## src/logic/rv_isa_pkg.sv

```systemverilog
package rv_isa_pkg;

    // Architectural sizes fixed by RV32I
    localparam int XLEN       = 32;
    localparam int REG_ADDR_W = 5;
    localparam int NUM_REGS   = 32;

    // Major opcodes handled by this pipeline
    // Anything else decodes as illegal
    typedef enum logic [6:0] {
        OP     = 7'b0110011,
        OP_IMM = 7'b0010011,
        LUI    = 7'b0110111
    } opcode_t;

    // funct3 for the OP and OP-IMM groups
    localparam logic [2:0] F3_ADD_SUB = 3'b000;
    localparam logic [2:0] F3_SLL     = 3'b001;
    localparam logic [2:0] F3_SLT     = 3'b010;
    localparam logic [2:0] F3_SLTU    = 3'b011;
    localparam logic [2:0] F3_XOR     = 3'b100;
    localparam logic [2:0] F3_SRL_SRA = 3'b101;
    localparam logic [2:0] F3_OR      = 3'b110;
    localparam logic [2:0] F3_AND     = 3'b111;

    // funct7 values
    // Base form for most ops, alternate selects SUB and SRA
    localparam logic [6:0] FUNCT7_BASE = 7'b0000000;
    localparam logic [6:0] FUNCT7_ALT  = 7'b0100000;

endpackage : rv_isa_pkg

```

## src/logic/core_pkg.sv

```systemverilog
package core_pkg;

    // Data word and register index, sized from the ISA
    typedef logic [rv_isa_pkg::XLEN-1:0]       word_t;
    typedef logic [rv_isa_pkg::REG_ADDR_W-1:0] reg_addr_t;

    // ALU operation carried from decode to execute
    typedef enum logic [3:0] {
        ALU_ADD,
        ALU_SUB,
        ALU_SLL,
        ALU_SLT,
        ALU_SLTU,
        ALU_XOR,
        ALU_SRL,
        ALU_SRA,
        ALU_OR,
        ALU_AND,
        // LUI, operand B straight through
        ALU_PASS_B
    } alu_op_t;

endpackage : core_pkg

```

## src/logic/issue_if.sv

```systemverilog
`timescale 1ns/1ps

interface issue_if import core_pkg::*; ();

    // One decoded instruction, valid for a single cycle
    logic      valid;
    alu_op_t   alu_op;
    // Source indices kept for forwarding compares
    reg_addr_t rs1_addr;
    reg_addr_t rs2_addr;
    // Register file values as read in decode
    word_t     rs1_data;
    word_t     rs2_data;
    word_t     imm;
    logic      use_imm;
    reg_addr_t rd_addr;
    logic      rd_we;

    modport decode (
        output valid, alu_op, rs1_addr, rs2_addr, rs1_data, rs2_data,
        output imm, use_imm, rd_addr, rd_we
    );

    modport execute (
        input valid, alu_op, rs1_addr, rs2_addr, rs1_data, rs2_data,
        input imm, use_imm, rd_addr, rd_we
    );

endinterface : issue_if

```

## src/logic/decode_stage.sv

```systemverilog
`timescale 1ns/1ps

module decode_stage import rv_isa_pkg::*, core_pkg::*; (
    input  logic      clk_i,
    input  logic      reset_i,
    input  logic      insn_valid_i,
    input  word_t     insn_i,
    // Register file read port in result_stage
    output reg_addr_t rf_rs1_addr_o,
    output reg_addr_t rf_rs2_addr_o,
    input  word_t     rf_rs1_data_i,
    input  word_t     rf_rs2_data_i,
    issue_if.decode   issue
);

    opcode_t   opcode;
    logic [2:0] funct3;
    logic [6:0] funct7;
    reg_addr_t rd;
    word_t     i_imm;
    word_t     u_imm;

    alu_op_t   dec_op;
    word_t     dec_imm;
    logic      dec_use_imm;
    logic      dec_legal;

    // Field split
    assign opcode = opcode_t'(insn_i[6:0]);
    assign rd     = insn_i[11:7];
    assign funct3 = insn_i[14:12];
    assign funct7 = insn_i[31:25];

    // I-type sign-extended, U-type upper 20 bits
    assign i_imm = {{20{insn_i[31]}}, insn_i[31:20]};
    assign u_imm = {insn_i[31:12], 12'b0};

    // Source reads go straight from the raw fields
    assign rf_rs1_addr_o = insn_i[19:15];
    assign rf_rs2_addr_o = insn_i[24:20];

    always_comb begin
        dec_op      = ALU_ADD;
        dec_imm     = i_imm;
        dec_use_imm = 1'b0;
        dec_legal   = 1'b0;
        case (opcode)
            OP: begin
                // Only base funct7, or alternate on ADD/SUB and SRL/SRA
                dec_legal = (funct7 == FUNCT7_BASE) ||
                            ((funct7 == FUNCT7_ALT) &&
                             ((funct3 == F3_ADD_SUB) || (funct3 == F3_SRL_SRA)));
                case (funct3)
                    F3_ADD_SUB: dec_op = (funct7 == FUNCT7_ALT) ? ALU_SUB : ALU_ADD;
                    F3_SLL:     dec_op = ALU_SLL;
                    F3_SLT:     dec_op = ALU_SLT;
                    F3_SLTU:    dec_op = ALU_SLTU;
                    F3_XOR:     dec_op = ALU_XOR;
                    F3_SRL_SRA: dec_op = (funct7 == FUNCT7_ALT) ? ALU_SRA : ALU_SRL;
                    F3_OR:      dec_op = ALU_OR;
                    default:    dec_op = ALU_AND;
                endcase
            end
            OP_IMM: begin
                dec_use_imm = 1'b1;
                dec_legal   = 1'b1;
                case (funct3)
                    F3_ADD_SUB: dec_op = ALU_ADD;
                    F3_SLL: begin
                        dec_op    = ALU_SLL;
                        dec_legal = (funct7 == FUNCT7_BASE);
                    end
                    F3_SLT:     dec_op = ALU_SLT;
                    F3_SLTU:    dec_op = ALU_SLTU;
                    F3_XOR:     dec_op = ALU_XOR;
                    F3_SRL_SRA: begin
                        // Upper immediate bits pick the shift kind
                        dec_op    = (funct7 == FUNCT7_ALT) ? ALU_SRA : ALU_SRL;
                        dec_legal = (funct7 == FUNCT7_BASE) || (funct7 == FUNCT7_ALT);
                    end
                    F3_OR:      dec_op = ALU_OR;
                    default:    dec_op = ALU_AND;
                endcase
            end
            LUI: begin
                dec_op      = ALU_PASS_B;
                dec_imm     = u_imm;
                dec_use_imm = 1'b1;
                dec_legal   = 1'b1;
            end
            default: begin
                // Illegal or unsupported, flows through with no write
                dec_legal = 1'b0;
            end
        endcase
    end

    // Control flops
    always_ff @(posedge clk_i) begin
        if (reset_i) begin
            issue.valid <= 1'b0;
            issue.rd_we <= 1'b0;
        end else begin
            issue.valid <= insn_valid_i;
            // x0 writes dropped here and nowhere else
            issue.rd_we <= insn_valid_i && dec_legal && (rd != '0);
        end
    end

    // Decoded payload, loaded with each accepted instruction
    always_ff @(posedge clk_i) begin
        if (insn_valid_i) begin
            issue.alu_op   <= dec_op;
            issue.rs1_addr <= rf_rs1_addr_o;
            issue.rs2_addr <= rf_rs2_addr_o;
            issue.rs1_data <= rf_rs1_data_i;
            issue.rs2_data <= rf_rs2_data_i;
            issue.imm      <= dec_imm;
            issue.use_imm  <= dec_use_imm;
            issue.rd_addr  <= rd;
        end
    end

endmodule : decode_stage

```

## src/logic/execute_stage.sv

```systemverilog
`timescale 1ns/1ps

module execute_stage import core_pkg::*; (
    input  logic      clk_i,
    input  logic      reset_i,
    issue_if.execute  issue,
    // Older forwarding source from result_stage
    input  logic      res_we_i,
    input  reg_addr_t res_rd_i,
    input  word_t     res_data_i,
    // Output register, also the newest forwarding source
    output logic      ex_we_o,
    output reg_addr_t ex_rd_o,
    output word_t     ex_data_o
);

    word_t op_a;
    word_t rs2_val;
    word_t op_b;
    word_t alu_res;

    // Newest producer wins: own register, then result stage, then decode read
    function automatic word_t fwd_pick(input reg_addr_t addr, input word_t dec_data);
        word_t val;
        if (ex_we_o && (ex_rd_o == addr)) begin
            val = ex_data_o;
        end else if (res_we_i && (res_rd_i == addr)) begin
            val = res_data_i;
        end else begin
            val = dec_data;
        end
        return val;
    endfunction

    always_comb begin
        op_a    = fwd_pick(issue.rs1_addr, issue.rs1_data);
        rs2_val = fwd_pick(issue.rs2_addr, issue.rs2_data);
        // Immediate replaces rs2 for OP-IMM and LUI
        op_b    = issue.use_imm ? issue.imm : rs2_val;
    end

    // ALU
    always_comb begin
        case (issue.alu_op)
            ALU_ADD:    alu_res = op_a + op_b;
            ALU_SUB:    alu_res = op_a - op_b;
            // Shift amount is the low 5 bits only
            ALU_SLL:    alu_res = op_a << op_b[4:0];
            ALU_SLT:    alu_res = word_t'($signed(op_a) < $signed(op_b));
            ALU_SLTU:   alu_res = word_t'(op_a < op_b);
            ALU_XOR:    alu_res = op_a ^ op_b;
            ALU_SRL:    alu_res = op_a >> op_b[4:0];
            ALU_SRA:    alu_res = word_t'($signed(op_a) >>> op_b[4:0]);
            ALU_OR:     alu_res = op_a | op_b;
            ALU_AND:    alu_res = op_a & op_b;
            ALU_PASS_B: alu_res = op_b;
            default:    alu_res = '0;
        endcase
    end

    always_ff @(posedge clk_i) begin
        if (reset_i) begin
            ex_we_o <= 1'b0;
        end else begin
            ex_we_o <= issue.valid && issue.rd_we;
        end
    end

    // Result payload held until the next instruction
    always_ff @(posedge clk_i) begin
        if (issue.valid) begin
            ex_rd_o   <= issue.rd_addr;
            ex_data_o <= alu_res;
        end
    end

endmodule : execute_stage

```

## src/logic/result_stage.sv

```systemverilog
`timescale 1ns/1ps

module result_stage import rv_isa_pkg::*, core_pkg::*; (
    input  logic      clk_i,
    input  logic      reset_i,
    input  logic      ex_we_i,
    input  reg_addr_t ex_rd_i,
    input  word_t     ex_data_i,
    // Read ports for decode
    input  reg_addr_t rs1_addr_i,
    input  reg_addr_t rs2_addr_i,
    output word_t     rs1_data_o,
    output word_t     rs2_data_o,
    // Forwarding back to execute
    output logic      res_we_o,
    output reg_addr_t res_rd_o,
    output word_t     res_data_o,
    // Write report at the top level
    output logic      wb_valid_o,
    output reg_addr_t wb_rd_o,
    output word_t     wb_data_o
);

    word_t regs [NUM_REGS];

    // Read with write-through of the write in progress
    function automatic word_t rf_read(input reg_addr_t addr);
        word_t val;
        if (addr == '0) begin
            val = '0;
        end else if (res_we_o && (res_rd_o == addr)) begin
            val = res_data_o;
        end else begin
            val = regs[addr];
        end
        return val;
    endfunction

    always_comb begin
        rs1_data_o = rf_read(rs1_addr_i);
        rs2_data_o = rf_read(rs2_addr_i);
    end

    // Result register
    always_ff @(posedge clk_i) begin
        if (reset_i) begin
            res_we_o <= 1'b0;
        end else begin
            res_we_o <= ex_we_i;
        end
    end

    always_ff @(posedge clk_i) begin
        if (ex_we_i) begin
            res_rd_o   <= ex_rd_i;
            res_data_o <= ex_data_i;
        end
    end

    // Register file written one edge after the result register
    // Every register reads zero after reset
    always_ff @(posedge clk_i) begin
        if (reset_i) begin
            for (int i = 0; i < NUM_REGS; i++) begin
                regs[i] <= '0;
            end
        end else if (res_we_o) begin
            regs[res_rd_o] <= res_data_o;
        end
    end

    // Same register drives the external report
    assign wb_valid_o = res_we_o;
    assign wb_rd_o    = res_rd_o;
    assign wb_data_o  = res_data_o;

endmodule : result_stage

```

## src/logic/pipe_core.sv

```systemverilog
`timescale 1ns/1ps

module pipe_core import core_pkg::*; (
    input  logic      clk_i,
    input  logic      reset_i,
    input  logic      insn_valid_i,
    input  word_t     insn_i,
    output logic      wb_valid_o,
    output reg_addr_t wb_rd_o,
    output word_t     wb_data_o
);

    // Decode to execute
    issue_if issue ();

    // Register file read path
    reg_addr_t rf_rs1_addr;
    reg_addr_t rf_rs2_addr;
    word_t     rf_rs1_data;
    word_t     rf_rs2_data;

    // Execute output register
    logic      ex_we;
    reg_addr_t ex_rd;
    word_t     ex_data;

    // Result register, older forwarding source
    logic      res_we;
    reg_addr_t res_rd;
    word_t     res_data;

    decode_stage u_decode (
        .clk_i         (clk_i),
        .reset_i       (reset_i),
        .insn_valid_i  (insn_valid_i),
        .insn_i        (insn_i),
        .rf_rs1_addr_o (rf_rs1_addr),
        .rf_rs2_addr_o (rf_rs2_addr),
        .rf_rs1_data_i (rf_rs1_data),
        .rf_rs2_data_i (rf_rs2_data),
        .issue         (issue.decode)
    );

    execute_stage u_execute (
        .clk_i      (clk_i),
        .reset_i    (reset_i),
        .issue      (issue.execute),
        .res_we_i   (res_we),
        .res_rd_i   (res_rd),
        .res_data_i (res_data),
        .ex_we_o    (ex_we),
        .ex_rd_o    (ex_rd),
        .ex_data_o  (ex_data)
    );

    result_stage u_result (
        .clk_i      (clk_i),
        .reset_i    (reset_i),
        .ex_we_i    (ex_we),
        .ex_rd_i    (ex_rd),
        .ex_data_i  (ex_data),
        .rs1_addr_i (rf_rs1_addr),
        .rs2_addr_i (rf_rs2_addr),
        .rs1_data_o (rf_rs1_data),
        .rs2_data_o (rf_rs2_data),
        .res_we_o   (res_we),
        .res_rd_o   (res_rd),
        .res_data_o (res_data),
        .wb_valid_o (wb_valid_o),
        .wb_rd_o    (wb_rd_o),
        .wb_data_o  (wb_data_o)
    );

endmodule : pipe_core

```

## config.mk

```make
export PLATFORM = sky130hd
export DESIGN_NAME = pipe_core
export DESIGN_NICKNAME = d
export VERILOG_FILES = /design/src/logic/rv_isa_pkg.sv /design/src/logic/core_pkg.sv /design/src/logic/issue_if.sv /design/src/logic/decode_stage.sv /design/src/logic/execute_stage.sv /design/src/logic/result_stage.sv /design/src/logic/pipe_core.sv
export SDC_FILE = /design/constraint.sdc
export NUM_CORES = 2
export LEC_CHECK = 0
export ABC_AREA = 1
export ABC_CLOCK_PERIOD_IN_PS = 6500
export BUFFER_PORTS_ARGS = -buffer_cell sky130_fd_sc_hd__buf_2
export CAP_MARGIN = 20
export CORE_AREA = 2 2 367 369
export CTS_CLUSTER_DIAMETER = 50
export DETAILED_ROUTE_END_ITERATION = 10
export DIE_AREA = 0 0 369 371
export GPL_TIMING_DRIVEN = 0
export PLACE_DENSITY_LB_ADDON = 0.1
export REMOVE_ABC_BUFFERS = 1
export SETUP_SLACK_MARGIN = 0.4
export SYNTH_ARGS = -nofsm -noshare
export SYNTH_HDL_FRONTEND = slang
export SYNTH_SLANG_ARGS = --single-unit
```

## constraint.sdc

```tcl
create_clock -name clk_i -period 6.5 [get_ports clk_i]
set_input_delay 0.65 -clock clk_i [delete_from_list [all_inputs] [get_ports clk_i]]
set_output_delay 0.65 -clock clk_i [all_outputs]
set_load 0.05 [all_outputs]
```

* Word level (Yosys, flattened, before mapping)
Memory sizes are Yosys's and may differ from the RTL's.
Index checks and enable logic that the tools add are counted.
** Storage, ports and cells
- Bits in latches :: 0
- Memories :: 1
- Word-level logic and storage cells :: 100
- Bits in writable memories :: 1024
- Output and inout bits :: 38
- Register bits :: 194
- Bits in read-only memories :: 0
** Cells by class
- Multipliers :: 0
- $add $sub $neg :: 2
- Bitwise logic cells :: 3
- $lt $le $gt $ge :: 2
- Reduce and logical (&&, ||, !) cells :: 21
- Mux-type cells :: 25
- Shift-type cells :: 3
- Eq/ne operators :: 26
- Div/mod/pow operators :: 0
** Memory list
- u_result.regs :: depth 32, width 32, rd ports 2, clocked after memory_dff 0, write ports 32, line result_stage.sv:24 : word_t regs [NUM_REGS];
** Operators with widths (count)
- 32-bit one-hot mux with 11 select lines :: 1
- 32-bit 2-to-1 mux :: 8
- 32-bit less-than comparator :: 2
- 4-bit one-hot mux with 7 select lines :: 2
- 32-bit adder :: 1
- 32-bit AND :: 1
- 32-bit OR :: 1
- 32-bit OR reduction :: 1
- 32-bit by 5-bit left shift with 32-bit output :: 1
- 32-bit by 5-bit >> shifter with 32-bit output :: 1
- 32-bit by 5-bit >>> shifter with 32-bit output :: 1
- 32-bit subtractor :: 1
- 32-bit XOR :: 1
- 31-bit 2-to-1 mux :: 1
- 5-bit equality test :: 6
- 7-bit by 6-bit equality test with 1-bit output, second input constant :: 3
- 4-bit by 3-bit equality test with 1-bit output, second input constant :: 4
- 4-bit equality test, second input constant :: 3
- 4-bit one-hot mux with 3 select lines :: 1
- 1-bit logical AND :: 10
- 5-bit zero test :: 2
- 3-bit equality test, second input constant :: 3
- 1-bit 2-to-1 mux :: 9
- 4-bit by 2-bit equality test with 1-bit output, second input constant :: 2
- 13 further kinds :: 16

* Logic depth before layout (Yosys ltp)
- Depth in word-level cells :: 7
- Depth in mapped cells :: 31
- Depth with buffers taken out :: 28

* By module
From an unflattened synthesis, not the netlist that was laid out.
** Unflattened totals
- Cells, all modules :: 10068
- Area total of the unflattened synthesis :: 77088.9 um^2
** Modules (own cells, without submodules)
- result_stage :: area an instance 60246.5 um^2, cells an instance 7490, seq. area each 31880.6 um^2, instances 1
- execute_stage :: area an instance 12734.7 um^2, cells an instance 2330, seq. area each 1131.1 um^2, instances 1
- decode_stage :: area an instance 4107.7 um^2, cells an instance 248, seq. area each 3523.4 um^2, instances 1

* Worst setup path before layout
No wires, ideal clock.
- Kind :: reg2reg
- From :: register u_execute.ex_we_o
- To :: register u_execute.ex_data_o[25], data pin
- Cell stages (with the launch flop) :: 28
- Slack :: 1.968 ns
- Data arrival time :: 4.270 ns
- Buffers on the path :: 2
- Setup time :: 0.262 ns
- Data required time :: 6.238 ns
- Clock period less this slack :: 4.532 ns
- Cell sequence :: dfxtp_1 -> nand2_1 -> nor2_1 -> nand3_1 -> inv_1 -> buf_4 -> clkbuf_1 -> a21oi_1 -> o21ai_0 -> o21ai_0 -> inv_1 -> ha_1 -> nor2_1 -> inv_1 -> o21ai_0 -> nor2_1 -> o21ai_0 -> nand2_1 -> o211ai_1 -> nand2_1 -> nand2_1 -> nand2_1 -> nand2_1 -> nand3_1 -> nand2_1 -> nand2_1 -> nand3_1 -> nand3_1
** On the way
- Cells in the longest elaborated chain, start to end :: 5
- Elaborated cells between the ends (all ways) :: 14
- Those cells by class :: add/sub: 2; shift: 3; mux: 4; bitwise: 3; reduce/logical: 2
** RTL lines
- start: declaration :: line execute_stage.sv:12 : output logic ex_we_o,
- start signal: assignment :: line execute_stage.sv:65 : ex_we_o <= issue.valid && issue.rd_we;
- 1-bit logical AND :: line execute_stage.sv:25 : if (ex_we_o && (ex_rd_o == addr)) begin
- 32-bit 2-to-1 mux :: line execute_stage.sv:25
- 32-bit 2-to-1 mux :: line execute_stage.sv:39 : op_b = issue.use_imm ? issue.imm : rs2_val;
- 32-bit subtractor (tied with other cells) :: line execute_stage.sv:46 : ALU_SUB: alu_res = op_a - op_b;
- 32-bit one-hot mux with 11 select lines * :: line execute_stage.sv:44 : case (issue.alu_op)
- net u_execute.alu_res[25] :: line execute_stage.sv:20 : word_t alu_res;
- end signal: assignment :: line execute_stage.sv:73 : ex_data_o <= alu_res;
- end: declaration :: line execute_stage.sv:14 : output word_t ex_data_o
Mark *: on every way through the listed nets, which the timed path passes. The rest lies on a longest branch.
A chain may end at the register's enable or synchronous reset.

* Worst setup path after layout
- From :: register u_result.res_we_o
- To :: register u_execute.ex_data_o[24], data pin
** On the way
- Cells in the longest elaborated chain, start to end :: 6
- Elaborated cells between the ends (all ways) :: 16
- Those cells by class :: add/sub: 2; shift: 3; mux: 6; bitwise: 3; reduce/logical: 2
** RTL lines
- start: declaration :: line result_stage.sv:15 : output logic res_we_o,
- start signal: assignment :: line result_stage.sv:49 : res_we_o <= ex_we_i;
- 1-bit logical AND :: line execute_stage.sv:27 : end else if (res_we_i && (res_rd_i == addr)) begin
- 32-bit 2-to-1 mux :: line execute_stage.sv:27
- 32-bit 2-to-1 mux :: line execute_stage.sv:25
- 32-bit 2-to-1 mux :: line execute_stage.sv:39
- 32-bit subtractor (tied with other cells) :: line execute_stage.sv:46
- 32-bit one-hot mux with 11 select lines * :: line execute_stage.sv:44
- net u_execute.alu_res[24] :: line execute_stage.sv:20
Marks and branches as above.

==> impl_metrics.tcl <==
set metrics [dict create \
    pwr-share-comb 0.174 \
    ios 73 \
    drc 0 \
    hpwl_um 192000 \
    overflow 0 \
    irDropWorstVdd_mv 0.314 \
    slew_violations 0 \
    die_w_um 369 \
    rr_worst_depth 17 \
    setup_viol 0 \
    critPathRequiredTime_ns 6.94 \
    max_slew_margin 0.244 \
    postRouteWirelength_um 304000 \
    rsz0062_at_grt "yes" \
    synthToLayoutAreaGrowth_pct 10.9 \
    min_path_cells 1 \
    initial_core_util 0.548 \
    crit_path_start "u_result.res_we_o" \
    placedCellCount 10200 \
    grt_use_met1 0.561 \
    run_status "finished, final reports clean" \
    ys_types 58 \
    cts_tree "built" \
    hp-start "insn_i[8]" \
    grt_max_degree 177 \
    wire_per_inst_um 29.1 \
    hold_end "u_decode.issue.rd_addr[1]" \
    critPathKind "reg2reg" \
    drive_gt1_frac 0.0724 \
    top_usage_layer "met2" \
    yosys_warnings 0 \
    critPathArrivalTime_ns 6.50 \
    synth_edf_count 1214 \
    met3_usage 0.120 \
    synth_seq_area_share 0.502 \
    p_switching_mw 6.11 \
    tns_ns 0 \
    r2r-end "u_execute.ex_data_o[24]" \
    cp-start-kind "flop" \
    antenna_found_initial 13 \
    rows 134 \
    coreArea_um2 133000 \
    r2r_slack_ns 0.44 \
    maxCapViolCount 0 \
    utilization 0.607 \
    viasPerCell 6.67 \
    grt_pass1_wl_um 432000 \
    fin_crit_sh 0.933 \
    fin_cells 10500 \
    async_flop_share 0 \
    gr-usage-met2 0.642 \
    internal-power_mw 14.3 \
    cpMaxStageDelayCell "dfxtp_1" \
    gp_congestion 1.02 \
    dieArea_um2 137000 \
    reg2reg_from "u_result.res_we_o" \
    synth_flop_cell "edfxtp_1" \
    final_cell_area_um2 80600 \
    ctsLongestPathBuffers 3 \
    tightest_slew_ns 1.13 \
    path_cells "nand2_1, nor2_4, nand3_2, o211ai_1, nand2_1, inv_1, ha_1, inv_1, a21o_1, a21boi_1, o21a_1, nand3_1, a21o_1, o21ai_0, nand3b_1, a21oi_1, nand3_1" \
    vias 69700 \
    cp-end-kind "flop" \
    critPathMaxFanout 16 \
    clk-insertion-delay-late_ns 0.81 \
    max_stage_delay_ns 0.68 \
    cts_buffers 142 \
    path_clk_slew_ns 0.05 \
    cts_root_buf "clkbuf_16" \
    cts.sinks 1218 \
    ant_nets 0 \
    fin_skew_ns 0.0818 \
    first_global_vias 63900 \
    seqPwrFrac 0.444 \
    final_nets 8714 \
    cts_htree_levels 4 \
    drt_iter0_drc 11600 \
    power.density_nw_per_um2 253 \
    die_h_um 371 \
    power.leakage_nw 31.6 \
    ys_ff_latch 1218 \
    fill_cells 11500 \
    syn_area_per_cell_um2 8.11 \
    final-hold-violation-count 0 \
    placed_area_um2 75600 \
    worst_hold_path_type "in2reg" \
    hold_ws_ns 0.0491 \
    io_buffers 72 \
    fin_crit_ns 6.06 \
    syn-cell-area_um2 72700 \
    timing.fmax_ghz 0.165 \
    ctsHoldBuffers 0 \
    switching_share 0.299 \
    grtUsageTotal 0.434 \
    drtPass1Iterations 7 \
    clockPowerShare 0.382 \
    synth_cells 8962 \
]
layer usage:
layer	routed length, µm	share of wire
met1	110000	0.36
met2	130000	0.43
met3	42200	0.14
met4	22500	0.074
met5	121	0.00040
final cells by class:
class / instances / area [µm²] / share of cell area
Timing Repair Buffer: 231 / 3760 / 0.0466
Sequential cell: 1218 / 36500 / 0.453
Antenna cell: 2 / 5.00 / 0.0000621
Clock inverter: 70 / 774 / 0.00961
Timing Repair inverter: 2 / 15.0 / 0.000186
Multi-Input combinational cell: 6309 / 31000 / 0.385
Tap cell: 1768 / 2210 / 0.0274
Clock buffer: 179 / 3710 / 0.0461
Inverter: 673 / 2580 / 0.0319
sequential cells by signal, summed over array words and instances, names as in the netlist, 32 cells and up:
name                     flops
u_result.regs             1024
u_decode.issue.imm          32
u_decode.issue.rs1_data     32
u_decode.issue.rs2_data     32
u_execute.ex_data_o         32
u_result.res_data_o         32
per-stage QoR:
| step | worst slack, ns | power [mW] |
|---|---|---|
| floorplan | -0.484 | 11.0 |
| global placement | -27.13 | 12.6 |
| detailed placement | -0.813 | 12.6 |
| CTS | 0.419 | 20.2 |
| global route | 0.341 | 21.0 |
| finish | 0.436 | 20.4 |
timing repair:
item                                    4_1_cts  5_1_grt
pin swaps                                     2        4
cloned                                        4        1
buffers inserted                              7        6
gates resized for setup                      28       22
endpoints found under the setup margin       28       25
power by group through the flow:
stage                     sequential, mW  combinational [mW]  clock, mW
after CTS                           9.07                3.39       7.79
final                               9.07                3.55       7.81
after detailed placement            9.23                3.36          0
after global routing                9.10                3.77       8.10
after global placement              9.25                3.40          0
after floorplan                     9.19                1.85          0
worst max-delay path, delay by kind of cell, from the launching register on:
family	cells	cell delay (ns)
buffers and inverters	2	0.33
adder cells (fa/ha/maj)	1	0.29
flip-flops	1	0.68
AO/OA/AOI/OAI	7	1.91
AND/OR/NAND/NOR	7	2.46
placed cells by master (no fill, tap or decap), types with 84 or more instances in the layout:
master / n
o21ai_0: 1299
nand3_1: 690
inv_1: 645
nand2_2: 84
edfxtp_1: 1214
ha_1: 100
nand4_1: 94
clkbuf_16: 143
nor2_1: 1549
a21oi_1: 657
nand2_1: 1112
o211ai_1: 303
o22ai_1: 145
worst max-delay path by stage:
| stage | end | slack, ns | cells past startpoint |
|---|---|---|---|
| 2_1_floorplan | u_execute.ex_data_o[19] | -0.48 | 24 |
| 3_3_place_gp | u_decode.issue.rs1_data[23] | -27.13 | 6 |
| 3_5_place_dp | u_execute.ex_data_o[16] | -0.81 | 23 |
| 4_1_cts | u_execute.ex_data_o[9] | 0.42 | 24 |
| 5_1_grt | u_execute.ex_data_o[9] | 0.34 | 24 |
| 6_report | u_execute.ex_data_o[24] | 0.44 | 17 |
cell families after synthesis:
logic type	count (synthesis)	synth area share
simple gates	3653	0.209
compound gates	2545	0.194
buf+inv	1438	0.0769
flops	1218	0.502
fa+ha+maj	102	0.0178
xor+xnor	6	0.000723
cells in the mapped netlist (all sizes together), types with 8 or more instances:
master | instances | area, µm²
a21o | 8 | 60.1
a21oi | 660 | 3310
a221oi | 14 | 123
a32o | 10 | 100
buf | 146 | 733
clkbuf | 619 | 2320
edfxtp | 1214 | 36500
ha | 100 | 1250
inv | 666 | 2500
nand2 | 1215 | 4660
nand3 | 702 | 3570
nand4 | 94 | 588
nor2 | 1564 | 5900
nor3 | 39 | 195
o211ai | 312 | 2390
o21a | 8 | 60.1
o21ai | 1334 | 6690
o21bai | 10 | 75.1
o22ai | 145 | 907
o31ai | 15 | 113
or2 | 23 | 144
(Power assumes the default switching activity.)
